===== config.mk =====
export PLATFORM = sky130hd
export DESIGN_NAME = pixel_process
export DESIGN_NICKNAME = d
export VERILOG_FILES = /design/src/hw/cam_display_pkg.sv /design/src/hw/pixel_process.sv
export SDC_FILE = /design/constraint.sdc
export NUM_CORES = 1
export LEC_CHECK = 0
export ABC_AREA = 1
export CAP_MARGIN = 20
export CORE_ASPECT_RATIO = 1.1
export CORE_MARGIN = 5
export CORE_UTILIZATION = 55
export DETAILED_ROUTE_END_ITERATION = 10
export DONT_BUFFER_PORTS = 1
export PLACE_DENSITY = 0.81
export SLEW_MARGIN = 20
export SYNTH_ARGS = -nofsm -noshare
export SYNTH_HDL_FRONTEND = slang
export SYNTH_SLANG_ARGS = --single-unit

===== constraint.sdc =====
create_clock -name clk_25_vga -period 1.06 [get_ports clk_25_vga]
set_clock_uncertainty 0.15 [all_clocks]
set_input_delay 0.159 -clock clk_25_vga [delete_from_list [all_inputs] [get_ports clk_25_vga]]
set_output_delay 0.159 -clock clk_25_vga [all_outputs]
set_load 0.02 [all_outputs]

===== src/hw/cam_display_pkg.sv =====
package cam_display_pkg;

    // 640x480 at 60 Hz, 25 MHz pixel clock
    localparam int H_ACTIVE = 640;
    localparam int H_FRONT  = 16;
    localparam int H_SYNC   = 96;
    localparam int H_BACK   = 48;
    localparam int H_TOTAL  = H_ACTIVE + H_FRONT + H_SYNC + H_BACK;  // 800

    localparam int V_ACTIVE = 480;
    localparam int V_FRONT  = 10;
    localparam int V_SYNC   = 2;
    localparam int V_BACK   = 33;
    localparam int V_TOTAL  = V_ACTIVE + V_FRONT + V_SYNC + V_BACK;  // 525

    // stored picture is half the screen in each direction
    localparam int BUF_W     = 320;
    localparam int BUF_H     = 240;
    localparam int BUF_DEPTH = BUF_W * BUF_H;  // 76800 words
    localparam int ADDR_W    = 17;
    localparam int PIX_W     = 16;             // rgb565

    localparam int MEM_RD_LAT = 2;  // address reg + output reg
    localparam int PROC_LAT   = 1;  // colour register
    localparam int SYNC_ALIGN = MEM_RD_LAT + PROC_LAT;

    // value 3 is reserved, shown as rgb
    typedef enum logic [1:0] {
        MODE_RGB    = 2'd0,
        MODE_GRAY   = 2'd1,
        MODE_BINARY = 2'd2
    } mode_e;

    typedef enum logic [3:0] {
        REG_CTRL      = 4'h0,
        REG_THRESHOLD = 4'h4,
        REG_STATUS    = 4'h8
    } reg_addr_e;

endpackage

===== src/hw/pixel_process.sv =====
`timescale 1ns/1ps

module pixel_process (
    input  logic                             clk_25_vga,
    input  logic                             arst_n,
    input  logic [cam_display_pkg::PIX_W-1:0] rd_data,
    input  cam_display_pkg::mode_e           mode,
    input  logic [7:0]                       threshold,
    input  logic                             hsync_raw,
    input  logic                             vsync_raw,
    input  logic                             blank_n_raw,
    output logic [7:0]                       vga_r,
    output logic [7:0]                       vga_g,
    output logic [7:0]                       vga_b,
    output logic                             vga_hsync,
    output logic                             vga_vsync,
    output logic                             vga_blank_n
);
    import cam_display_pkg::*;

    // blank tap lined up with rd_data, one stage before the outputs
    localparam int BLANK_TAP = SYNC_ALIGN - PROC_LAT - 1;

    logic [SYNC_ALIGN-1:0] hs_pipe;
    logic [SYNC_ALIGN-1:0] vs_pipe;
    logic [SYNC_ALIGN-1:0] bl_pipe;

    logic [7:0]  r8;
    logic [7:0]  g8;
    logic [7:0]  b8;
    logic [15:0] gray_sum;
    logic [7:0]  gray;
    logic [7:0]  bin;
    logic [7:0]  sel_r;
    logic [7:0]  sel_g;
    logic [7:0]  sel_b;

    // rgb565 -> rgb888, low bits filled with ones
    assign r8 = {rd_data[15:11], 3'b111};
    assign g8 = {rd_data[10:5], 2'b11};
    assign b8 = {rd_data[4:0], 3'b111};

    // weights sum to 252, result stays below 256
    assign gray_sum = 16'd76 * {8'd0, r8} + 16'd150 * {8'd0, g8} + 16'd26 * {8'd0, b8};
    assign gray     = gray_sum[15:8];
    assign bin      = (gray >= threshold) ? 8'hff : 8'h00;

    always_comb begin
        case (mode)
            MODE_GRAY: begin
                sel_r = gray;
                sel_g = gray;
                sel_b = gray;
            end
            MODE_BINARY: begin
                sel_r = bin;
                sel_g = bin;
                sel_b = bin;
            end
            default: begin  // rgb and reserved
                sel_r = r8;
                sel_g = g8;
                sel_b = b8;
            end
        endcase
    end

    always_ff @(posedge clk_25_vga or negedge arst_n) begin
        if (!arst_n) begin
            hs_pipe <= '1;
            vs_pipe <= '1;
            bl_pipe <= '0;
            vga_r   <= '0;
            vga_g   <= '0;
            vga_b   <= '0;
        end else begin
            hs_pipe <= {hs_pipe[SYNC_ALIGN-2:0], hsync_raw};
            vs_pipe <= {vs_pipe[SYNC_ALIGN-2:0], vsync_raw};
            bl_pipe <= {bl_pipe[SYNC_ALIGN-2:0], blank_n_raw};
            // black outside the active area
            vga_r   <= bl_pipe[BLANK_TAP] ? sel_r : 8'h00;
            vga_g   <= bl_pipe[BLANK_TAP] ? sel_g : 8'h00;
            vga_b   <= bl_pipe[BLANK_TAP] ? sel_b : 8'h00;
        end
    end

    assign vga_hsync   = hs_pipe[SYNC_ALIGN-1];
    assign vga_vsync   = vs_pipe[SYNC_ALIGN-1];
    assign vga_blank_n = bl_pipe[SYNC_ALIGN-1];

endmodule


==> impl_metrics.csv <==
group,metric,value,unit
clocking,insertion_delay,0.28,ns
setup_path,cp-end-kind,"flip-flop",
setup_path,cp_common_cell,"ha_4",
floorplan,fp.dieW,92.0,um
drt,vias,4151,
setup_path,timing.reg2reg.setup_slack,-0.43,ns
finish,postLayoutCoreUtil,0.813,
global_route,grt-ovfl-total,0,
global_route,grt_pass1_vias,4361,
setup_path,required,1.07,ns
clocking,cts_root_buf,"clkbuf_8",
clocking,path_clk_slew,0.09,ns
drt,drc,0,
global_route,grt_pass1_wl,19700,um
drt,routed_via_density,5.78,
logic_synthesis,synth_area_leaders,"ha_1 (25%), dfrtp_1 (14%), inv_1 (10%), fa_1 (8.9%), nand2_1 (7.9%)",
drt,top_layer,"met4",
timing,setup_viol,30,
floorplan,initial_utilization,0.570,
setup_path,r2r_start,"bl_pipe[1]",
min_path,hold_start,"rd_data[0]",
outcome,violations,"setup timing",
setup_path,cp-start-kind,"primary input",
logic_synthesis,yosysSeqAreaShare,0.174,
finish,num-fill-cells,401,
logic_synthesis,synth_area_leader_cell,"ha_1",
timing,max_freq,0.198,GHz
placement,gp_congestion,0.916,
timing,max-slew-margin-rel,0.594,
floorplan,die_h,100,um
clocking,clk_path_buf_depth,2,
min_path,hold_path_class,"primary input to flip-flop",
min_path,holdPathEnd,"vga_b[3]",
drt,ant_nets,0,
logic_synthesis,synthArstFlopShare,1.00,
setup_path,critPathKind,"primary input to flip-flop",
timing,post-route-period-util,4.76,
logic_synthesis,synth_cell_type_count,42,
floorplan,core_area,7130,um2
setup_path,reg2reg_depth,3,
finish,area_growth,42.5,%
floorplan,rows,32,
clocking,cts_made_buffers,3,
drt,wl_met2,6740,um
clocking,cts_max_level,1,
drt,initialDrtViolationCount,246,
clocking,cts_tree,"done",
timing,final.setup.worst_slack,-3.98,ns
floorplan,dieArea,9210,um2
logic_synthesis,yosysTopAreaCellShare,0.249,
global_route,grt_start_max_net_pins,29,
logic_synthesis,syn_inst,515,
global_route,antenna_found_initial,0,
timing,tightest_slew,0.602,ns
setup_path,arrival,5.06,ns
drt,wl_met1,5070,um
timing,hold_ws,0.0424,ns
logic_synthesis,post-synth-top-count-cell,"inv_1",
logic_synthesis,synthTopCellsByCount,"inv_1 (108), nand2_1 (85), ha_1 (81)",
drt,wl_met3,825,um
logic_synthesis,syn-cell-area,4060,um2
floorplan,top_level_ports,58,
setup_path,worstPathMaxFanout,7,
finish,nets,764,
job,maxCapViolations,0,
logic_synthesis,synth_nets,645,
finish,drive_gt1_frac,0.387,
drt,firstDrtPassIters,5,
setup_path,crit_path_max_incr_delay,0.52,ns
logic_synthesis,ys_ff_latch,28,
outcome,status,"finished with violations",
logic_synthesis,yosys_warnings,0,
timing,tns,-75.87,ns
logic_synthesis,synth_flop_cell,"dfrtp_1",
drt,routed_wl,13400,um
finish,final_cells,718,
timing,period_needed,5.04,ns
global_route,grt_use_total,0.265,
clocking,clock-sinks,28,
timing,maxSlewViolCount,0,
setup_path,r2r_end,"vga_g[5]",
placement,dp_hpwl,9280,um
setup_path,cp_slowest_cell,"fa_1",
logic_synthesis,synth_area_per_cell,7.89,um2
placement,io_buffers,0,
drt,routedWlPerCell,18.6,um
logic_synthesis,synth_edf_count,0,
timing,final-hold-violation-count,0,
placement,dp_cells,689,
min_path,whs_path_depth,5,
timing,rsz0062_at_grt,"yes",
finish,diodes,0,
==> worst max-delay path, delay by kind of cell <==
family	cells	cell delay, ns
and+or+nand+nor	5	0.55
AOI/OAI and AO/OA	8	1.22
buffers and inverters	6	0.53
xor gates and xnor gates	1	0.16
adders and majority gates	7	2.42
==> layout by cell type (no fill, tap or decap), drive strengths merged, types with 2 or more instances in the layout <==
cell type      n
a21o           5
a21oi         48
a31oi          2
and2           5
buf          110
clkbuf         3
dfrtp         22
dfstp          6
dlygate4sd3   13
fa            18
ha            81
inv          109
nand2         90
nand3         27
nand3b         2
nand4         12
nor2          19
nor3           2
o21ai         23
o21bai         2
xnor2         10
xor2          15
==> area by class of cell <==
class	instances	area [um2]	share of cell area
Sequential cell	28	718	0.124
Multi-Input combinational cell	369	3460	0.597
Clock buffer	3	41.3	0.00713
Timing Repair Buffer	123	1020	0.177
Inverter	109	414	0.0715
Tap cell	85	106	0.0184
Clock inverter	1	30.0	0.00519
==> logic make-up (layout without fill, tap and decap cells) <==
family | after synthesis | in the layout | synth area share
simple gates | 159 | 159 | 0.187
buf+inv | 118 | 236 | 0.116
fa+ha+maj | 99 | 99 | 0.338
compound gates | 86 | 86 | 0.128
flops | 28 | 28 | 0.174
xor+xnor | 25 | 25 | 0.0557
==> per-layer routing <==
metal / GRT usage / vias to the layer above
li1: - / 1898
met1: 0.280 / 1981
met2: 0.507 / 211
met3: 0.0382 / 61
met4: 0.137 / 0
met5: 0 / -
==> worst max path at each step <==
stage	startpoint	end	slack, ns	cells past startpoint
after floorplan	rd_data[8]	vga_g[7]	-3.85	29
after global placement	rd_data[8]	vga_b[4]	-4.11	29
after detailed placement	rd_data[8]	vga_b[4]	-4.22	29
after CTS	rd_data[8]	vga_b[4]	-3.70	27
after global routing	rd_data[8]	vga_b[1]	-4.18	29
final	rd_data[8]	vga_b[4]	-3.98	27
==> sequential cells by signal, indices dropped and copies added (netlist names) <==
signal and cells:
vga_g 6, vga_r 5, bl_pipe 3, vs_pipe 3, hs_pipe 3, vga_b 8
==> what timing repair did <==
| action | CTS | global route |
|---|---|---|
| hold buffers | 14 | 0 |
| setup buffers | 5 | 6 |
| endpoints found under the hold margin | 40 | 0 |
| gates resized for setup | 34 | 42 |
| pin swaps | 17 | 24 |
| setup endpoints to repair | 31 | 36 |
==> stage by stage <==
step	setup WS, ns	instance area, um2
3_5_place_dp	-4.22	5120
3_3_place_gp	-4.11	5120
6_report	-3.98	5790
5_1_grt	-4.18	5790
4_1_cts	-3.70	5560
2_1_floorplan	-3.85	4310
Power is not shown: default switching activity piles up to over one toggle a cycle in this logic, so the estimate is an artifact.
