$ cat src/hw/cam_display_pkg.sv
package cam_display_pkg;

    // 640x480 at 60 Hz, 25 MHz pixel clock
    localparam int H_ACTIVE = 640;
    localparam int H_FRONT  = 16;
    localparam int H_SYNC   = 96;
    localparam int H_BACK   = 48;
    localparam int H_TOTAL  = H_ACTIVE + H_FRONT + H_SYNC + H_BACK;  // 800

    localparam int V_ACTIVE = 480;
    localparam int V_FRONT  = 10;
    localparam int V_SYNC   = 2;
    localparam int V_BACK   = 33;
    localparam int V_TOTAL  = V_ACTIVE + V_FRONT + V_SYNC + V_BACK;  // 525

    // stored picture is half the screen in each direction
    localparam int BUF_W     = 320;
    localparam int BUF_H     = 240;
    localparam int BUF_DEPTH = BUF_W * BUF_H;  // 76800 words
    localparam int ADDR_W    = 17;
    localparam int PIX_W     = 16;             // rgb565

    localparam int MEM_RD_LAT = 2;  // address reg + output reg
    localparam int PROC_LAT   = 1;  // colour register
    localparam int SYNC_ALIGN = MEM_RD_LAT + PROC_LAT;

    // value 3 is reserved, shown as rgb
    typedef enum logic [1:0] {
        MODE_RGB    = 2'd0,
        MODE_GRAY   = 2'd1,
        MODE_BINARY = 2'd2
    } mode_e;

    typedef enum logic [3:0] {
        REG_CTRL      = 4'h0,
        REG_THRESHOLD = 4'h4,
        REG_STATUS    = 4'h8
    } reg_addr_e;

endpackage
$ cat src/hw/vga_timing.sv
`timescale 1ns/1ps

module vga_timing (
    input  logic                              clk_25_vga,
    input  logic                              arst_n,
    output logic [cam_display_pkg::ADDR_W-1:0] rd_addr,
    output logic                              hsync_raw,
    output logic                              vsync_raw,
    output logic                              blank_n_raw,
    output logic                              frame_start
);
    import cam_display_pkg::*;

    localparam logic [9:0] H_LAST    = 10'(H_TOTAL - 1);
    localparam logic [9:0] V_LAST    = 10'(V_TOTAL - 1);
    localparam logic [9:0] H_ACT     = 10'(H_ACTIVE);
    localparam logic [9:0] V_ACT     = 10'(V_ACTIVE);
    localparam logic [9:0] HS_START  = 10'(H_ACTIVE + H_FRONT);
    localparam logic [9:0] HS_END    = 10'(H_ACTIVE + H_FRONT + H_SYNC);
    localparam logic [9:0] VS_START  = 10'(V_ACTIVE + V_FRONT);
    localparam logic [9:0] VS_END    = 10'(V_ACTIVE + V_FRONT + V_SYNC);

    logic [9:0]        h_cnt;   // column 0..799
    logic [9:0]        v_cnt;   // line 0..524
    logic              active;
    logic [ADDR_W-1:0] addr_next;

    always_ff @(posedge clk_25_vga or negedge arst_n) begin
        if (!arst_n) begin
            h_cnt <= '0;
            v_cnt <= '0;
        end else if (h_cnt == H_LAST) begin
            h_cnt <= '0;
            if (v_cnt == V_LAST) begin
                v_cnt <= '0;
            end else begin
                v_cnt <= v_cnt + 10'd1;
            end
        end else begin
            h_cnt <= h_cnt + 10'd1;
        end
    end

    assign active = (h_cnt < H_ACT) && (v_cnt < V_ACT);

    // 2x upscale, drop the lsb of line and column
    assign addr_next = active ?
        ADDR_W'(v_cnt[9:1]) * ADDR_W'(BUF_W) + ADDR_W'(h_cnt[9:1]) : '0;

    always_ff @(posedge clk_25_vga or negedge arst_n) begin
        if (!arst_n) begin
            rd_addr     <= '0;
            hsync_raw   <= 1'b1;  // syncs idle high
            vsync_raw   <= 1'b1;
            blank_n_raw <= 1'b0;
            frame_start <= 1'b0;
        end else begin
            rd_addr     <= addr_next;
            hsync_raw   <= !((h_cnt >= HS_START) && (h_cnt < HS_END));
            vsync_raw   <= !((v_cnt >= VS_START) && (v_cnt < VS_END));
            blank_n_raw <= active;
            frame_start <= (h_cnt == '0) && (v_cnt == '0);  // first active pixel
        end
    end

endmodule

$ cat config.mk
export PLATFORM = sky130hd
export DESIGN_NAME = vga_timing
export DESIGN_NICKNAME = d
export VERILOG_FILES = /design/src/hw/cam_display_pkg.sv /design/src/hw/vga_timing.sv
export SDC_FILE = /design/constraint.sdc
export NUM_CORES = 1
export LEC_CHECK = 0
export ABC_AREA = 0
export CAP_MARGIN = 30
export CORE_ASPECT_RATIO = 0.8
export CORE_MARGIN = 3
export CORE_UTILIZATION = 35
export DETAILED_ROUTE_END_ITERATION = 6
export DONT_BUFFER_PORTS = 1
export PLACE_DENSITY = 0.57
export SYNTH_ARGS = -nofsm -noshare
export SYNTH_HDL_FRONTEND = slang
export SYNTH_SLANG_ARGS = --single-unit
$ cat constraint.sdc
create_clock -name clk_25_vga -period 8.05 [get_ports clk_25_vga]
set_input_delay 1.61 -clock clk_25_vga [delete_from_list [all_inputs] [get_ports clk_25_vga]]
set_output_delay 1.61 -clock clk_25_vga [all_outputs]
set_load 0.01 [all_outputs]
==> qor.csv, run 1 <==
stage;metric;value;unit
route;post-DR vias/cell;5.26;
timing;Fmax;0.346;GHz
synthesis;Yosys top cell area share;40.5;%
synthesis;register area share after synthesis;42.7;%
route;WL/cell;14.0;µm
run;max_cap viols;0;
route;via count;1742;
clocking;CTS Hold Bufs;0;
worst_setup_path;critical path class;reg -> reg;
worst_setup_path;startpoint types;flip-flop;
timing;setup_tns;0;ps
power;Pwr Density;133;nW/µm²
final_layout;most frequent cells in the layout;39 x dfrtp_1, 26 x nor2_1, 21 x ha_1;
worst_setup_path;crit end category;flip-flop;
global_route;vias in the first global route;1547;
worst_setup_path;WP buf/inv;0;
clocking;H-tree levels;2;
min_path;Hold/Removal Path Class;reg -> reg;
final_layout;nets;271;
global_route;initial antenna violation count;0;
power;Leak;1.24;nW
power;total power;0.340;mW
final_layout;Sequential cell area;1030;µm²
synthesis;mapped cell area;2410;µm²
route;DRC violations left;0;
timing;Worst Skew;12.2;ps
clocking;clk root buf;clkbuf_8;
worst_setup_path;R2R Setup Slk;5160;ps
synthesis;Synth Net Count;270;
run_status;outcome;finished clean;
clocking;Clk pin slew, worst setup/hold paths;70;ps
route;DRT Pass-1 Iters;4;
power;Max VDD drop;0.0547;mV
placement;input/output buffers;0;
worst_setup_path;Worst EP required;8270;ps
worst_setup_path;Critical Path Slowest Stage Cell;dfrtp_1;
global_route;Total Routing Usage GR;12.6;%
clocking;post-CTS setup buffers;0;
final_layout;number of fill cells;630;
worst_setup_path;CP peak stage delay;520;ps
floorplanning;Row Count;26;
final_layout;most common cell after layout, fill and taps aside;dfrtp_1;
timing;final hold vios;0;
synthesis;area leader, netlist;dfrtp_1;
synthesis;Gate Count Post-Synth;245;
floorplanning;DIE AREA;7920;µm²
worst_setup_path;Top Family by Delay on Critical Path;adder cells;
placement;DP HPWL;3.38;mm
global_route;GRT overflow;0;
synthesis;Most used DFF post-synth;dfrtp_1;
route;Total Wirelength;4.65;mm
worst_setup_path;Levels on crit path;8;
synthesis;Netlist cell types;49;
timing;# setup viols final;0;
synthesis;largest cells by area after synthesis;dfrtp_1 41%, ha_1 11%, nor2_1 4.1%, o21ai_1 3.3%, xnor2_1 2.9%;
synthesis;Seq cells post-synth;41;
clocking;# clock sinks;41;
worst_setup_path;worst-path fanout max;11;
clocking;Max clock buf depth;2;
floorplanning;core area;6540;µm²
worst_setup_path;FF-to-FF path depth;8;
floorplanning;# IOs;23;
synthesis;asr flop ratio synth;100;%
worst_setup_path;CP dominant cell by count;ha_1;
floorplanning;die height;80.2;µm
route;drt initial violations;106;
worst_setup_path;crit path DAT;3110;ps
clocking;Num CTS Buffers;5;
final_layout;fraction of layout cells with a size suffix above 1;8.10;%
floorplanning;Initial Utilization;36.8;%
timing;RSZ-0062 raised after global routing;false;
synthesis;EDFF count, synth;0;
final_layout;synth-to-layout area growth;6.29;%
clocking;post-cts resize count;0;
clocking;worst skew pair latency;300;ps
final_layout;multi-input logic area;1310;µm²
timing;count of pins over their slew limit;0;
timing;slew at the pin closest to its max-slew limit;536;ps
timing;Final period util;35.9;%
route;antenna-violating nets left;0;
final_layout;Final Util;39.1;%
final_layout;ANT cells;0;
synthesis;yosys warns;0;
worst_setup_path;worst-path cell chain;ha_1, ha_1, fa_1, a211oi_1, nor2_1, xnor2_1, nor4_1, mux2i_1;
min_path;hold depth;1;
placement;GP Congestion;0.821;
global_route;first-pass GRT wire length;7.80;mm
timing;Tmin final;2890;ps
global_route;largest net degree at the start of global routing;42;
floorplanning;Die Wd;98.7;µm
clocking;CTS tree;done;
synthesis;syn_area_per_cell;9.83;µm²
timing;Rel. slew slack;63.9;%
[power by group]
group          switching (mW)  internal [mW]
combinational               0              0
sequential                  0          0.206
clock                  0.0742         0.0599
total                  0.0742          0.266
[cells in the mapped netlist (4+ instances only)]
cell type  number
xor2_1          8
nand2_1        16
xnor2_1         8
o21ai_1        16
nand3_1         9
ha_1           21
nand4_1         5
and2_1         10
a21oi_1         9
nor2_1         26
o21ai_0         4
and3_1          6
nor4_1          7
inv_1           8
dfrtp_1        39
[metal layers]
metal | global-route usage (%) | part of all wire, %
met1 | 18.6 | 53
met2 | 16.7 | 41
met3 | 4.25 | 4.9
met4 | 4.91 | 0.80
met5 | 0 | 0
[path summary, 6_finish.rpt]
kind                                to      from
min in group asynchronous  blank_n_raw    arst_n
hold / removal                h_cnt[0]  h_cnt[0]
setup reg to reg           rd_addr[16]  v_cnt[2]
max in group asynchronous    vsync_raw    arst_n
hold reg to reg               h_cnt[0]  h_cnt[0]
setup / recovery           rd_addr[16]  v_cnt[2]
[state kept, by name (all words and copies together) (netlist names)]
register	count
hsync_raw	1
blank_n_raw	1
vsync_raw	1
v_cnt	10
rd_addr	17
frame_start	1
h_cnt	10
[through the flow]
step                      area [µm²]  setup WS, ps  std cells  hold slack [ps]
after floorplan                 2410          5420        245              455
after global placement          2470          5250        323              477
after detailed placement        2470          5170        323              484
after CTS                       2560          5160        331              494
after global routing            2560          4880        331              518
final                           2560          5160        331              495
[kinds of logic after synthesis]
| family | Yosys count | share of synthesized area, % |
|---|---|---|
| muxes | 1 | 0.416 |
| adders and majority gates | 23 | 12.6 |
| and+or+nand+nor | 100 | 22.2 |
| buffers and inverters | 15 | 3.07 |
| DFF | 41 | 42.7 |
| xor gates and xnor gates | 16 | 5.82 |
| AOI/OAI and AO/OA | 49 | 13.1 |
[cell type report]
cell class	count	area share [%]
inverters	9	1.32
clock inverters	3	0.685
well taps	84	4.11
flip-flops and latches	41	40.2
clock buffers	5	2.69
multi-input cells	189	51.0
(Power assumes the default switching activity.)
==> run 2, diff against run 1 <==
==> constraint.sdc (replaced) <==
create_clock -name clk_25_vga -period 2.9 [get_ports clk_25_vga]
set_input_delay 0.58 -clock clk_25_vga [delete_from_list [all_inputs] [get_ports clk_25_vga]]
set_output_delay 0.58 -clock clk_25_vga [all_outputs]
set_load 0.01 [all_outputs]
==> qor.csv, run 2 (synthesis results as in run 1) <==
stage;metric;value;unit
timing;final hold vios;0;
power;switching power total;0.207;mW
clocking;CTS tree;done;
power;Max VDD drop;0.168;mV
timing;Rel. slew slack;69.3;%
route;DRT Pass-1 Iters;4;
floorplanning;Initial Utilization;36.8;%
timing;setup ws final;219;ps
route;drt initial violations;56;
timing;Fmax;0.373;GHz
worst_setup_path;Critical Path Start;v_cnt[4];
power;Sw Share;18.4;%
placement;pre-CTS setup slack;157;ps
route;WL/cell;14.2;µm
route;via count;1752;
global_route;Total Routing Usage GR;13.0;%
power;clock share of power;48.0;%
worst_setup_path;R2R Setup Slk;220;ps
placement;Placed Area;2510;µm²
clocking;# clock sinks;41;
floorplanning;DIE AREA;7920;µm²
final_layout;Final Util;40.8;%
final_layout;Sequential cell area;1030;µm²
timing;Tmin final;2680;ps
global_route;first-pass GRT wire length;8.24;mm
clocking;Clk pin slew, worst setup/hold paths;80;ps
route;antenna-violating nets left;0;
floorplanning;die height;80.2;µm
final_layout;Most flops, register;rd_addr;
final_layout;ANT cells;0;
power;fraction of power consumed by sequential logic;50.9;%
worst_setup_path;Worst EP required;3110;ps
placement;placed cell count;328;
timing;count of pins over their slew limit;0;
route;post-DR vias/cell;5.20;
worst_setup_path;FF-to-FF path depth;8;
placement;input/output buffers;0;
clocking;Num CTS Buffers;5;
global_route;largest net degree at the start of global routing;40;
final_layout;multi-input logic area;1310;µm²
final_layout;most frequent cells in the layout;38 x dfrtp_1, 26 x nor2_1, 21 x ha_1;
floorplanning;Die Wd;98.7;µm
global_route;initial antenna violation count;0;
route;Total Wirelength;4.78;mm
global_route;GRT overflow;0;
placement;GP Congestion;0.846;
final_layout;most common cell after layout, fill and taps aside;dfrtp_1;
power;Logic pwr share;1.2;%
final_layout;Finished Layout Cells;337;
placement;DP HPWL;3.46;mm
final_layout;max reg flops;17;
global_route;vias in the first global route;1663;
timing;# setup viols final;0;
worst_setup_path;critical path class;reg -> reg;
timing;Final period util;92.5;%
worst_setup_path;worst setup path end;rd_addr[16];
worst_setup_path;crit end category;flip-flop;
power;internal power;0.916;mW
power;Leak;1.30;nW
final_layout;biggest regs;rd_addr: 17 flops, h_cnt: 10 flops, v_cnt: 10 flops;
clocking;worst skew pair latency;290;ps
power;Pwr Density;421;nW/µm²
final_layout;fraction of layout cells with a size suffix above 1;11.1;%
floorplanning;Row Count;26;
floorplanning;# IOs;23;
final_layout;synth-to-layout area growth;10.9;%
clocking;H-tree levels;2;
clocking;Max clock buf depth;2;
worst_setup_path;crit path DAT;2890;ps
clocking;post-CTS setup buffers;0;
run;max_cap viols;0;
min_path;Hold/Removal Path Class;in -> async;
final_layout;nets;277;
timing;RSZ-0062 raised after global routing;false;
worst_setup_path;startpoint types;flip-flop;
timing;setup_tns;0;ps
worst_setup_path;reg2reg start;v_cnt[4];
floorplanning;core area;6540;µm²
final_layout;fin area;2670;µm²
timing;Worst Skew;12.5;ps
route;DRC violations left;0;
run_status;outcome;finished clean;
final_layout;number of fill cells;619;
clocking;clk root buf;clkbuf_8;
worst_setup_path;worst-path fanout max;8;
worst_setup_path;FF-to-FF End;rd_addr[16];
timing;slew at the pin closest to its max-slew limit;459;ps
==> run 2: cell types whose count changed in the layout (fill, tap and decap cells not counted), sizes merged <==
| cell | delta |
|---|---|
| clkinvlp | -1 |
| buf | +6 |
| bufinv | +2 |
| clkinv | -1 |
==> run 2: power by group through the flow <==
stage,Sequential [mW],Combinational [mW],Clock [mW]
6_report,0.571,0.0130,0.539
5_1_grt,0.571,0.0153,0.579
4_1_cts,0.571,0.0142,0.554
3_5_place_dp,0.583,0.000000683,0
3_3_place_gp,0.583,0.000000683,0
2_1_floorplan,0.583,0.000000675,0
==> run 2: timing repair <==
item,in CTS,in global routing
endpoints found under the setup margin,0,3
hold buffers,1,0
resized for setup,0,2
endpoints found under the hold margin,39,0
==> run 2: cell type report <==
cell class	instances	area share [%]
Multi-Input combinational cell	189	49.1
Clock buffer	5	2.58
Sequential cell	41	38.6
Inverter	9	1.27
Clock inverter	3	2.44
Tap cell	84	3.94
Timing Repair Buffer	6	2.16
==> run 2: worst min path at each step <==
stage	to	cells after the start	from	slack (ps)
global route	vsync_raw	0	arst_n	100
finish	vsync_raw	0	arst_n	120
CTS	vsync_raw	0	arst_n	110
detailed placement	rd_addr[16]	0	arst_n	290
floorplan	blank_n_raw	0	arst_n	280
global placement	rd_addr[14]	0	arst_n	290
==> run 2: through the flow <==
stage	hold slack, ps	power (mW)
floorplan	284	0.583
detailed placement	285	0.583
finish	117	1.12
CTS	109	1.14
global placement	285	0.583
global route	97.1	1.17
==> run 2: worst max-delay path: stages (launching register included) <==
cell	delay, ps
dfrtp_2	460
ha_1	290
ha_1	240
fa_1	430
xor2_1	190
nand4_1	150
or3_1	360
nor4_1	250
mux2i_1	220
==> run 2: metal layers <==
layer | part of all wire [%] | GRT usage, % | wire length [µm]
met5 | 0 | 0 | 0
met4 | 0.61 | 2.86 | 29
met3 | 4.3 | 3.91 | 207
met2 | 42 | 18.8 | 1990
met1 | 53 | 19.1 | 2550
==> run 3, diff against run 2 <==
--- a/config.mk
+++ b/config.mk
@@ -9,10 +9,11 @@
 export CAP_MARGIN = 30
 export CORE_ASPECT_RATIO = 0.8
 export CORE_MARGIN = 3
-export CORE_UTILIZATION = 35
+export CORE_UTILIZATION = 40
+export CTS_BUF_LIST = sky130_fd_sc_hd__clkbuf_8
 export DETAILED_ROUTE_END_ITERATION = 6
 export DONT_BUFFER_PORTS = 1
-export PLACE_DENSITY = 0.57
+export PLACE_DENSITY = 0.62
 export SYNTH_ARGS = -nofsm -noshare
 export SYNTH_HDL_FRONTEND = slang
 export SYNTH_SLANG_ARGS = --single-unit
==> qor.csv, run 3 (synthesis results as in run 1) <==
stage;metric;value;unit
final_layout;max reg flops;17;
clocking;worst skew pair latency;300;ps
timing;setup_tns;0;ps
worst_setup_path;R2R Setup Slk;190;ps
timing;Hold WS;109;ps
floorplanning;# IOs;23;
global_route;GRT overflow;0;
final_layout;number of fill cells;549;
clocking;H-tree levels;2;
route;via count;1804;
timing;# setup viols final;0;
worst_setup_path;Worst EP required;3120;ps
worst_setup_path;crit end category;flip-flop;
placement;DP HPWL;3.57;mm
worst_setup_path;FF-to-FF path depth;9;
power;Max VDD drop;0.254;mV
worst_setup_path;crit path DAT;2930;ps
placement;input/output buffers;0;
route;post-DR vias/cell;5.42;
route;DRT Pass-1 Iters;5;
global_route;largest net degree at the start of global routing;40;
route;DRC violations left;0;
timing;final hold vios;0;
clocking;CTS tree;done;
floorplanning;Die Wd;92.7;µm
route;drt initial violations;119;
run_status;outcome;finished clean;
clocking;clk root buf;clkbuf_8;
power;Leak;1.29;nW
final_layout;fraction of layout cells with a size suffix above 1;11.8;%
global_route;vias in the first global route;1675;
worst_setup_path;Critical Path Start;v_cnt[4];
final_layout;biggest regs;rd_addr: 17 flops, h_cnt: 10 flops, v_cnt: 10 flops;
timing;Final period util;93.5;%
final_layout;ANT cells;0;
floorplanning;Initial Utilization;42.6;%
timing;Fmax;0.369;GHz
global_route;initial antenna violation count;0;
timing;slew at the pin closest to its max-slew limit;471;ps
final_layout;Most flops, register;rd_addr;
timing;Worst Skew;9.63;ps
clocking;Max clock buf depth;2;
final_layout;Finished Layout Cells;333;
route;WL/cell;14.8;µm
clocking;# clock sinks;41;
worst_setup_path;FF-to-FF End;rd_addr[15];
global_route;first-pass GRT wire length;8.36;mm
floorplanning;core area;5650;µm²
worst_setup_path;worst setup path end;rd_addr[15];
route;Total Wirelength;4.95;mm
placement;GP Congestion;0.841;
timing;count of pins over their slew limit;0;
worst_setup_path;critical path class;reg -> reg;
route;antenna-violating nets left;0;
worst_setup_path;startpoint types;flip-flop;
min_path;Hold/Removal Path Class;in -> async;
final_layout;synth-to-layout area growth;10.7;%
floorplanning;die height;75.4;µm
power;Pwr Density;395;nW/µm²
final_layout;nets;279;
placement;placed cell count;323;
worst_setup_path;worst-path fanout max;8;
floorplanning;DIE AREA;6990;µm²
final_layout;most common cell after layout, fill and taps aside;dfrtp_1;
floorplanning;Row Count;24;
timing;Rel. slew slack;68.5;%
clocking;Num CTS Buffers;5;
final_layout;most frequent cells in the layout;39 x dfrtp_1, 26 x nor2_1, 21 x ha_1;
timing;Tmin final;2710;ps
run;max_cap viols;0;
clocking;Clk pin slew, worst setup/hold paths;90;ps
worst_setup_path;reg2reg start;v_cnt[4];
global_route;Total Routing Usage GR;15.4;%
-- run 3: area by class of cell --
type | count | area [µm²] | area share, %
clock buffer | 5 | 68.8 | 2.58
multi-input combinational | 189 | 1320 | 49.4
clock inverter | 3 | 46.3 | 1.74
sequential | 41 | 1030 | 38.6
tap | 78 | 97.6 | 3.66
inverter | 9 | 33.8 | 1.27
timing repair buffer | 8 | 72.6 | 2.72
-- run 3: metal layers --
metal  track usage, %  wire length (µm)  up-vias
li1                 -                 -      895
met1             22.0              2450      860
met2             23.6              2170       44
met3             4.34               282        5
met4             3.41                40        0
met5                0                 0        -
-- run 3: repair_timing --
action | 4_1_cts | 5_1_grt
endpoints found under the setup margin | 0 | 3
endpoints found under the hold margin | 39 | 0
hold buffers | 1 | 0
buffers inserted | 0 | 1
resized for setup | 0 | 2
-- run 3: how the worst min path moves through the flow --
stage	to	slack, ps	depth (start not counted)	start
global placement	rd_addr[14]	290	0	arst_n
floorplan	blank_n_raw	280	0	arst_n
CTS	hsync_raw	100	0	arst_n
detailed placement	rd_addr[14]	290	0	arst_n
global route	hsync_raw	100	0	arst_n
finish	rd_addr[0]	110	1	arst_n
-- run 3: power by group --
group | internal, mW | switching (mW) | leakage, nW
clock network | 0.258 | 0.211 | 0.0543
registers | 0.571 | 0 | 0.536
logic | 0.00287 | 0.00984 | 0.703
-- run 3: worst max-delay path, cell delays in order (launching register included) --
cell and delay (ps):
dfrtp_1 470, ha_1 310, ha_1 240, fa_1 430, a211oi_2 310, nor4_1 110
a2111oi_2 340, buf_4 190, nand4_1 90, a21oi_1 150
-- run 3: per-stage QoR --
stage	cell area, µm²	util [%]	power [mW]	setup WS [ps]
finish	2660	47.2	1.05	188
global route	2660	47.2	1.08	-29.1
CTS	2650	46.9	1.06	144
detailed placement	2510	44.5	0.583	163
global placement	2510	44.5	0.583	197
floorplan	2410	-	0.583	271
