[src/hw/cam_display_pkg.sv]
package cam_display_pkg;

    // 640x480 at 60 Hz, 25 MHz pixel clock
    localparam int H_ACTIVE = 640;
    localparam int H_FRONT  = 16;
    localparam int H_SYNC   = 96;
    localparam int H_BACK   = 48;
    localparam int H_TOTAL  = H_ACTIVE + H_FRONT + H_SYNC + H_BACK;  // 800

    localparam int V_ACTIVE = 480;
    localparam int V_FRONT  = 10;
    localparam int V_SYNC   = 2;
    localparam int V_BACK   = 33;
    localparam int V_TOTAL  = V_ACTIVE + V_FRONT + V_SYNC + V_BACK;  // 525

    // stored picture is half the screen in each direction
    localparam int BUF_W     = 320;
    localparam int BUF_H     = 240;
    localparam int BUF_DEPTH = BUF_W * BUF_H;  // 76800 words
    localparam int ADDR_W    = 17;
    localparam int PIX_W     = 16;             // rgb565

    localparam int MEM_RD_LAT = 2;  // address reg + output reg
    localparam int PROC_LAT   = 1;  // colour register
    localparam int SYNC_ALIGN = MEM_RD_LAT + PROC_LAT;

    // value 3 is reserved, shown as rgb
    typedef enum logic [1:0] {
        MODE_RGB    = 2'd0,
        MODE_GRAY   = 2'd1,
        MODE_BINARY = 2'd2
    } mode_e;

    typedef enum logic [3:0] {
        REG_CTRL      = 4'h0,
        REG_THRESHOLD = 4'h4,
        REG_STATUS    = 4'h8
    } reg_addr_e;

endpackage
[src/hw/apb_regs.sv]
`timescale 1ns/1ps

module apb_regs #(
    parameter logic [7:0] THRESHOLD_INIT = 8'd64
) (
    input  logic                   clk_25_vga,
    input  logic                   arst_n,
    input  logic                   psel,
    input  logic                   penable,
    input  logic                   pwrite,
    input  logic [3:0]             paddr,
    input  logic [31:0]            pwdata,
    output logic [31:0]            prdata,
    output logic                   pready,
    output logic                   pslverr,
    input  logic                   frame_start,
    output cam_display_pkg::mode_e mode,
    output logic [7:0]             threshold
);
    import cam_display_pkg::*;

    logic        setup;
    logic        access;
    logic        addr_ok;
    logic        err;
    logic [31:0] rd_mux;
    logic [15:0] frame_cnt;

    assign setup  = psel && !penable;
    assign access = psel && penable;
    assign pready = 1'b1;  // no wait states

    always_comb begin
        case (paddr)
            REG_CTRL, REG_THRESHOLD, REG_STATUS: addr_ok = 1'b1;
            default: addr_ok = 1'b0;
        endcase
    end

    assign err = !addr_ok || (pwrite && (paddr == REG_STATUS));  // status is read-only

    always_comb begin
        case (paddr)
            REG_CTRL:      rd_mux = {30'd0, mode};
            REG_THRESHOLD: rd_mux = {24'd0, threshold};
            REG_STATUS:    rd_mux = {16'd0, frame_cnt};
            default:       rd_mux = '0;
        endcase
    end

    always_ff @(posedge clk_25_vga or negedge arst_n) begin
        if (!arst_n) begin
            mode      <= MODE_RGB;
            threshold <= THRESHOLD_INIT;
            frame_cnt <= '0;
            prdata    <= '0;
            pslverr   <= 1'b0;
        end else begin
            if (access && pwrite && !err) begin
                if (paddr == REG_CTRL) begin
                    mode <= mode_e'(pwdata[1:0]);
                end else begin
                    threshold <= pwdata[7:0];
                end
            end
            if (frame_start) begin
                frame_cnt <= frame_cnt + 16'd1;  // wraps
            end
            // sampled in setup, held through the access cycle
            prdata  <= (setup && !pwrite && !err) ? rd_mux : '0;
            pslverr <= setup && err;
        end
    end

endmodule

[config.mk]
export PLATFORM = sky130hd
export DESIGN_NAME = apb_regs
export DESIGN_NICKNAME = d
export VERILOG_FILES = /design/src/hw/cam_display_pkg.sv /design/src/hw/apb_regs.sv
export SDC_FILE = /design/constraint.sdc
export NUM_CORES = 1
export LEC_CHECK = 0
export BUFFER_PORTS_ARGS = -buffer_cell sky130_fd_sc_hd__buf_2
export CORE_MARGIN = 2
export CORE_UTILIZATION = 46
export CTS_BUF_LIST = sky130_fd_sc_hd__clkbuf_8 sky130_fd_sc_hd__clkbuf_16
export DETAILED_ROUTE_END_ITERATION = 6
export PLACE_DENSITY = 0.78
export SLEW_MARGIN = 10
export SYNTH_ARGS = -nofsm -noshare
export SYNTH_HDL_FRONTEND = slang
export SYNTH_SLANG_ARGS = --single-unit
[constraint.sdc]
create_clock -name clk_25_vga -period 2.5 [get_ports clk_25_vga]
set_input_delay 0.5 -clock clk_25_vga [delete_from_list [all_inputs] [get_ports clk_25_vga]]
set_output_delay 0.5 -clock clk_25_vga [all_outputs]
set_load 0.02 [all_outputs]
==> flow_summary_export.csv, run 1 <==
group,metric,value,unit
worst_setup_path,critPathMaxFanout,3,
floorplanning,pin_count,86,
clock_tree,cts_setup_buffers,0,
worst_setup_path,crit_path_end_kind,"output port",
synthesis,netlist_instances,160,
floorplanning,dieWidth,70.0,µm
min_path,hold_path_class,"input pin to asynchronous set/reset pin",
final_layout,drive_above_1_share,36.4,%
timing,period_share,60.4,%
timing,tightest_slew,0.911,ns
timing,clock.fmax,663,MHz
worst_setup_path,start_kind,"register",
synthesis,async_flop_share,100,%
final_layout,fill_cells,350,
placed_design,portBuffers,44,
grt,grt_overflow,0,
synthesis,synth_seq_cells,43,
clock_tree,clockBufferDepth,2,
worst_setup_path,criticalPathCategory,"register to output port",
routing,ant_nets,0,
timing,setup_tns,0,ns
worst_setup_path,cp_top_family,"flip-flops",
worst_setup_path,critical_path.slowest_cell,"dfstp_2",
synthesis,synthTopCellsByArea,"dfrtp_1, buf_4, mux2_4, xor2_1, xnor2_1",
grt,grt_start_max_net_pins,44,
floorplanning,die_area,4900,µm²
clock_tree,root_buffer,"clkbuf_8",
grt,track_usage,14.1,%
clock_tree,clock_latency,0.29,ns
synthesis,yosysWarningCount,0,
floorplanning,core_area,4090,µm²
floorplanning,die_h,70.0,µm
worst_setup_path,crit_chain,"buf_2",
final_layout,multi_input_area,818,µm²
worst_setup_path,arrival,1.01,ns
synthesis,synth_area_per_cell,12.5,µm²
final_layout,syn2layout_area_growth,15.4,%
timing,fin_worst_skew,0.00702,ns
clock_tree,clock_sinks,43,
synthesis,ys_types,34,
routing,routed_wl,3.21,mm
synthesis,ys_seq_area_share,53.8,%
grt,grt_pass1_wl,5.40,mm
flow_run,cap_violations,0,
clock_tree,cts_buffers,5,
timing,fin_hold_ws,0.338,ns
timing,setup_viol_count_final,0,
clock_tree,ctsResizeCount,0,
floorplanning,start_util,49.0,%
grt,grt_pass1_vias,1175,
floorplanning,core.rowCount,23,
timing,rsz0062_at_grt,"false",
timing,relSlewSlack,39.3,%
worst_setup_path,critPathMaxStageDelay,0.56,ns
clock_tree,cts_hold_buf,0,
routing,firstDrtPassIters,4,
final_layout,layout_common_cells,"buf_2, dfrtp_1, conb_1",
clock_tree,path_clk_slew,0.08,ns
synthesis,yosysTopAreaCell,"dfrtp_1",
power_and_ir_drop,p_per_area,750,nW/µm²
timing,hold_viol,0,
power_and_ir_drop,leakage,1.22,nW
clock_tree,htreeDepth,2,
routing,routed_via_density,4.77,
placed_design,gp_congestion,0.767,
power_and_ir_drop,ir_drop,0.000621,V
clock_tree,cts_tree,"done",
final_layout,diodes,0,
grt,antenna_found_initial,0,
synthesis,synth_edf_count,0,
final_layout,nNetsFinal,248,
final_layout,regArea,1080,µm²
final_layout,final_common_cell,"buf_2",
timing,drv_slew,0,
routing,drc,0,
routing,drt_iter0_drc,59,
placed_design,dp_hpwl,2.36,mm
worst_setup_path,required,2.00,ns
synthesis,syn_area,2000,µm²
outcome,status,"complete, no violations",
worst_setup_path,crit_buf_inv,1,
routing,post_drt_wl_per_cell,12.5,µm
routing,vias,1222,
synthesis,synth_flop_cell,"dfrtp_1",
timing,min_period,1.51,ns
synthesis,yosys.area.top_type_share,52.5,%
-- final cells by class --
| type | instances | area share [%] |
|---|---|---|
| Clock buffer | 6 | 3.57 |
| Clock inverter | 2 | 1.52 |
| Inverter | 2 | 0.325 |
| Multi-Input combinational cell | 108 | 35.4 |
| Sequential cell | 43 | 46.6 |
| Tap cell | 50 | 2.71 |
| Timing Repair Buffer | 45 | 9.85 |
-- where the power goes --
part / switching (W) / internal (W) / leakage (nW) / total [W]
sequential: 0.000124 / 0.000775 / 0.568 / 0.000900
combinational: 0.000151 / 0.000131 / 0.586 / 0.000282
clock: 0.000228 / 0.000323 / 0.0612 / 0.000552
-- sequential cells by signal (all words and copies together) (netlist names) --
| register | flops |
|---|---|
| prdata | 16 |
| mode | 2 |
| pslverr | 1 |
| frame_cnt | 16 |
| threshold | 8 |
-- logic make-up after synthesis --
logic type / count (synthesis) / share of synthesized area [%]
AO/OA/AOI/OAI: 10 / 3.62
AND/OR/NAND/NOR: 52 / 18.2
XOR/XNOR: 15 / 6.56
adder cells (fa/ha/maj): 1 / 0.625
multiplexers: 13 / 8.68
other: 2 / 0.375
flip-flops: 43 / 53.8
buffers and inverters: 24 / 8.18
-- synthesized netlist by cell type (2+ instances only) --
cell	count
xnor2_1	6
and2_1	7
mux2i_1	2
nand4_1	4
a22oi_1	6
nand2b_1	2
nand4_4	2
conb_1	2
mux2_4	8
buf_2	2
nand2_1	5
inv_1	2
dfrtp_1	42
xor2_1	9
buf_4	19
mux2_2	3
nor2_1	12
a2bb2oi_1	2
nor2b_1	2
and3_1	2
nor4_2	4
nor3_1	4
nand3_1	2
-- path summary, 6_finish.rpt --
path                                    start       endpoint  slack (ns)  cells past startpoint
max in group asynchronous              arst_n   threshold[5]        1.59                      1
worst max register to register   frame_cnt[0]  frame_cnt[14]        1.12                      4
worst min-delay path                   arst_n  frame_cnt[11]        0.34                      1
worst max-delay path             threshold[6]   threshold[6]        0.99                      1
worst min register to register  frame_cnt[15]  frame_cnt[15]        0.46                      1
min in group clk_25_vga             pwdata[2]   threshold[2]        0.43                      2
-- metrics by stage --
stage	worst slack, ns	util [%]	power, W	instances	instance area (µm²)
6_report	0.991	56.6	0.00173	256	2310
5_1_grt	0.959	56.6	0.00182	256	2310
4_1_cts	0.978	56.6	0.00175	256	2310
3_5_place_dp	0.858	53.7	0.00120	248	2190
3_3_place_gp	0.867	53.7	0.00119	248	2190
2_1_floorplan	1.02	-	0.00113	175	2060
-- routing by layer --
metal | global-route usage, % | vias to the layer above | share of wire (%)
li1 | - | 601 | -
met1 | 18.4 | 576 | 45
met2 | 21.7 | 41 | 48
met3 | 4.04 | 4 | 6.0
met4 | 6.41 | 0 | 1.3
met5 | 0 | - | 0
(Power assumes the default switching activity.)
==> inputs of run 2 (changes only) <==
--- a/config.mk
+++ b/config.mk
@@ -7,10 +7,10 @@
 export LEC_CHECK = 0
 export BUFFER_PORTS_ARGS = -buffer_cell sky130_fd_sc_hd__buf_2
 export CORE_MARGIN = 2
-export CORE_UTILIZATION = 46
+export CORE_UTILIZATION = 42
 export CTS_BUF_LIST = sky130_fd_sc_hd__clkbuf_8 sky130_fd_sc_hd__clkbuf_16
 export DETAILED_ROUTE_END_ITERATION = 6
-export PLACE_DENSITY = 0.78
+export PLACE_DENSITY = 0.75
 export SLEW_MARGIN = 10
 export SYNTH_ARGS = -nofsm -noshare
 export SYNTH_HDL_FRONTEND = slang
==> constraint.sdc (replaced) <==
create_clock -name clk_25_vga -period 1.3 [get_ports clk_25_vga]
set_input_delay 0.26 -clock clk_25_vga [delete_from_list [all_inputs] [get_ports clk_25_vga]]
set_output_delay 0.26 -clock clk_25_vga [all_outputs]
set_load 0.02 [all_outputs]
==> flow_summary_export.csv, run 2 (synthesis results as in run 1) <==
group,metric,value,unit
timing,setup_viol_count_final,0,
worst_setup_path,r2r_end,"frame_cnt[14]",
floorplanning,start_util,43.0,%
floorplanning,die_area,5340,µm²
timing,hold_viol,0,
grt,grt_pass1_wl,6.15,mm
clock_tree,root_buffer,"clkbuf_8",
worst_setup_path,critPathMaxStageDelay,0.56,ns
worst_setup_path,critPathMaxFanout,3,
clock_tree,clock_sinks,43,
placed_design,dp_hpwl,2.75,mm
routing,drt_iter0_drc,93,
power_and_ir_drop,leakage,1.35,nW
timing,tightest_slew,0.572,ns
timing,clock.fmax,791,MHz
timing,period_share,97.2,%
flow_run,cap_violations,0,
final_layout,fill_cells,392,
worst_setup_path,cp.depth,1,
routing,post_drt_wl_per_cell,13.4,µm
grt,grt_pass1_vias,1332,
final_layout,final_common_cell,"buf_2",
worst_setup_path,rr_worst_depth,4,
floorplanning,dieWidth,73.1,µm
worst_setup_path,cp_top_family,"flip-flops",
floorplanning,core.rowCount,25,
min_path,hold_path_class,"input pin to register",
clock_tree,clock_latency,0.30,ns
routing,routed_wl,3.77,mm
clock_tree,path_clk_slew,0.08,ns
final_layout,nNetsFinal,269,
timing,fin_worst_skew,0.00902,ns
placed_design,preCtsSetupSlack,-0.0937,ns
power_and_ir_drop,p_per_area,1460,nW/µm²
clock_tree,clockBufferDepth,2,
grt,antenna_found_initial,0,
worst_setup_path,worstReg2RegStart,"frame_cnt[0]",
worst_setup_path,critical_path.slowest_cell,"dfstp_2",
timing,drv_slew,0,
worst_setup_path,required,1.04,ns
clock_tree,cts_buffers,5,
final_layout,syn2layout_area_growth,27.7,%
worst_setup_path,start_kind,"register",
placed_design,gp_congestion,0.766,
min_path,min_from,"pwdata[2]",
timing,relSlewSlack,61.8,%
floorplanning,die_h,73.1,µm
placed_design,portBuffers,44,
routing,ant_nets,0,
worst_setup_path,crit_path_end_kind,"output port",
grt,track_usage,15.5,%
worst_setup_path,crit_buf_inv,1,
power_and_ir_drop,total_power,0.00373,W
timing,min_period,1.26,ns
power_and_ir_drop,ir_drop,0.000795,V
grt,grt_start_max_net_pins,28,
routing,drc,0,
routing,firstDrtPassIters,4,
worst_setup_path,crit_chain,"buf_4",
final_layout,drive_above_1_share,44.1,%
routing,routed_via_density,4.71,
timing,finalWorstSetupSlack,0.0365,ns
grt,grt_overflow,0,
worst_setup_path,regToRegSetupSlack,0.05,ns
floorplanning,core_area,4660,µm²
final_layout,top_regs,"frame_cnt (16), prdata (16), threshold (8)",
routing,vias,1323,
min_path,min_to,"threshold[2]",
floorplanning,pin_count,86,
final_layout,layout_common_cells,"buf_2, dfrtp_1, buf_4",
min_path,hold-path-cell-count,2,
final_layout,diodes,0,
outcome,status,"complete, no violations",
clock_tree,cts_tree,"done",
clock_tree,htreeDepth,2,
worst_setup_path,arrival,1.00,ns
worst_setup_path,criticalPathCategory,"register to output port",
[run 2: worst max-delay path by stage]
stage	start	end
floorplan	frame_cnt[0]	frame_cnt[14]
global placement	paddr[1]	prdata[5]
detailed placement	paddr[1]	threshold[1]
CTS	frame_cnt[0]	frame_cnt[12]
global route	frame_cnt[9]	frame_cnt[12]
finish	threshold[6]	threshold[6]
[run 2: final cells by class]
type,count,area [µm²],share of cell area (%)
inverters,2,7.51,0.294
repair buffers,65,395,15.5
flip-flops and latches,43,1080,42.3
well taps,54,67.6,2.64
multi-input cells,109,872,34.1
clock buffers,5,68.8,2.69
clock inverters,3,63.8,2.50
[run 2: repair_timing]
item	4_1_cts	5_1_grt
setup buffers	0	2
hold endpoints to repair	15	0
gates resized for setup	1	10
pin swaps	0	3
hold buffers	1	0
cloned	0	1
endpoints found under the setup margin	1	7
[run 2: through the flow]
stage / cells / cell area [µm²] / util [%] / hold WS, ns / TNS [ns]
after detailed placement: 269 / 2340 / 50.2 / 0.205 / -1.38
final: 281 / 2560 / 54.9 / 0.183 / 0
after global routing: 281 / 2560 / 54.9 / 0.174 / -0.0243
after floorplan: 175 / 2060 / - / -0.0356 / 0
after global placement: 269 / 2340 / 50.2 / 0.206 / -0.647
after CTS: 278 / 2490 / 53.4 / 0.182 / 0
[run 2: per-layer routing]
layer  global-route usage [%]  vias to the layer above  wire length, µm
met3                     4.14                        7              170
met2                     24.2                       40             1930
met5                        0                        -                0
met4                     8.64                        0               76
met1                     19.4                      632             1590
li1                         -                      644                -
[run 2: where the power goes]
| part | internal, W | switching, W |
|---|---|---|
| clock | 0.000760 | 0.000456 |
| sequential | 0.00150 | 0.000188 |
| combinational | 0.000394 | 0.000431 |
| total | 0.00266 | 0.00107 |
==> inputs of run 3 (changes only) <==
--- a/config.mk
+++ b/config.mk
@@ -6,6 +6,7 @@
 export NUM_CORES = 1
 export LEC_CHECK = 0
 export BUFFER_PORTS_ARGS = -buffer_cell sky130_fd_sc_hd__buf_2
+export CORE_ASPECT_RATIO = 1.4
 export CORE_MARGIN = 2
 export CORE_UTILIZATION = 42
 export CTS_BUF_LIST = sky130_fd_sc_hd__clkbuf_8 sky130_fd_sc_hd__clkbuf_16
==> flow_summary_export.csv, run 3 (synthesis results as in run 1) <==
group,metric,value,unit
outcome,status,"complete, no violations",
worst_setup_path,r2r_end,"frame_cnt[15]",
timing,relSlewSlack,63.0,%
routing,drc,0,
routing,routed_wl,3.42,mm
timing,min_period,1.26,ns
routing,drt_iter0_drc,25,
routing,firstDrtPassIters,4,
clock_tree,clockBufferDepth,2,
placed_design,dp_cells,273,
floorplanning,die_h,85.7,µm
power_and_ir_drop,ir_drop,0.000962,V
worst_setup_path,crit_chain,"buf_2",
floorplanning,dieWidth,62.4,µm
final_layout,fin_cells,285,
routing,vias,1302,
placed_design,gp_congestion,0.690,
grt,grt_pass1_wl,5.72,mm
final_layout,nNetsFinal,265,
clock_tree,clock_sinks,43,
grt,track_usage,13.9,%
worst_setup_path,required,1.04,ns
final_layout,regArea,1080,µm²
min_path,min_to,"threshold[3]",
placed_design,dp_hpwl,2.53,mm
power_and_ir_drop,p_per_area,1400,nW/µm²
placed_design,portBuffers,44,
routing,routed_via_density,4.57,
timing,setup_tns,0,ns
worst_setup_path,cp_top_family,"flip-flops",
clock_tree,clock_latency,0.29,ns
final_layout,final_common_cell,"buf_2",
grt,grt_start_max_net_pins,44,
min_path,hold-path-cell-count,2,
routing,ant_nets,0,
final_layout,drive_above_1_share,42.6,%
timing,period_share,96.9,%
clock_tree,cts_buffers,5,
worst_setup_path,regToRegSetupSlack,0.07,ns
min_path,min_from,"pwdata[3]",
final_layout,top_regs,"frame_cnt (16), prdata (16), threshold (8)",
power_and_ir_drop,leakage,1.35,nW
final_layout,design_area,2520,µm²
grt,grt_overflow,0,
clock_tree,cts_tree,"done",
routing,post_drt_wl_per_cell,12.0,µm
worst_setup_path,critical_path.slowest_cell,"dfstp_2",
worst_setup_path,worstReg2RegStart,"frame_cnt[4]",
worst_setup_path,crit_buf_inv,1,
final_layout,syn2layout_area_growth,25.9,%
worst_setup_path,crit_path_end_kind,"output port",
floorplanning,pin_count,86,
floorplanning,core.rowCount,29,
final_layout,multi_input_area,876,µm²
worst_setup_path,cp.depth,1,
timing,setup_viol_count_final,0,
timing,fin_worst_skew,0.00223,ns
final_layout,post-route-util,55.2,%
timing,clock.fmax,794,MHz
grt,grt_pass1_vias,1310,
worst_setup_path,rr_worst_depth,3,
worst_setup_path,arrival,1.00,ns
min_path,hold_path_class,"input pin to register",
timing,drv_slew,0,
clock_tree,path_clk_slew,0.08,ns
clock_tree,htreeDepth,2,
power_and_ir_drop,total_power,0.00353,W
worst_setup_path,critPathMaxFanout,3,
worst_setup_path,start_kind,"register",
grt,antenna_found_initial,0,
flow_run,cap_violations,0,
final_layout,fill_cells,431,
final_layout,layout_common_cells,"buf_2, dfrtp_1, conb_1",
floorplanning,start_util,43.8,%
floorplanning,core_area,4570,µm²
final_layout,diodes,0,
placed_design,placed_area,2320,µm²
floorplanning,die_area,5350,µm²
timing,hold_viol,0,
worst_setup_path,critPathMaxStageDelay,0.55,ns
clock_tree,root_buffer,"clkbuf_8",
timing,tightest_slew,0.554,ns
worst_setup_path,criticalPathCategory,"register to output port",
## run 3: how the worst max path moves through the flow
stage / slack (ns) / start / to
after floorplan: 0.03 / frame_cnt[0] / frame_cnt[14]
after global placement: -0.09 / paddr[1] / prdata[7]
after detailed placement: -0.10 / paddr[1] / prdata[2]
after CTS: 0.001 / frame_cnt[0] / frame_cnt[14]
after global routing: -0.004 / frame_cnt[1] / frame_cnt[15]
final: 0.04 / threshold[6] / threshold[6]
## run 3: final cells by class
type / instances / area share (%)
Clock buffer: 6 / 3.27
Timing Repair Buffer: 61 / 14.4
Tap cell: 62 / 3.08
Clock inverter: 2 / 1.39
Inverter: 2 / 0.298
Multi-Input combinational cell: 109 / 34.7
Sequential cell: 43 / 42.9
## run 3: metal layers
metal  vias to the layer above  global-route usage, %  wire length (µm)
met1                       630                   15.4              1280
met3                         5                   3.94               150
met4                         0                   6.67                65
li1                        633                      -                 -
met5                         -                      0                 0
met2                        34                   24.5              1930
## run 3: per-stage QoR
stage,hold slack (ns),setup WS [ns]
6_report,0.193,0.0403
5_1_grt,0.185,-0.00447
4_1_cts,0.181,0.00135
3_5_place_dp,0.251,-0.104
3_3_place_gp,0.250,-0.0940
2_1_floorplan,-0.0356,0.0336
## run 3: power by group
group	switching [W]	leakage, nW	internal, W
logic	0.000422	0.720	0.000386
clock network	0.000427	0.0612	0.000621
registers	0.000178	0.564	0.00150
## run 3: what timing repair did
item / CTS / global route
pin swaps: 0 / 5
endpoints found under the hold margin: 42 / 0
resized for setup: 1 / 8
gates cloned: 0 / 1
setup buffers: 0 / 2
setup endpoints to repair: 1 / 4
hold buffers: 1 / 0
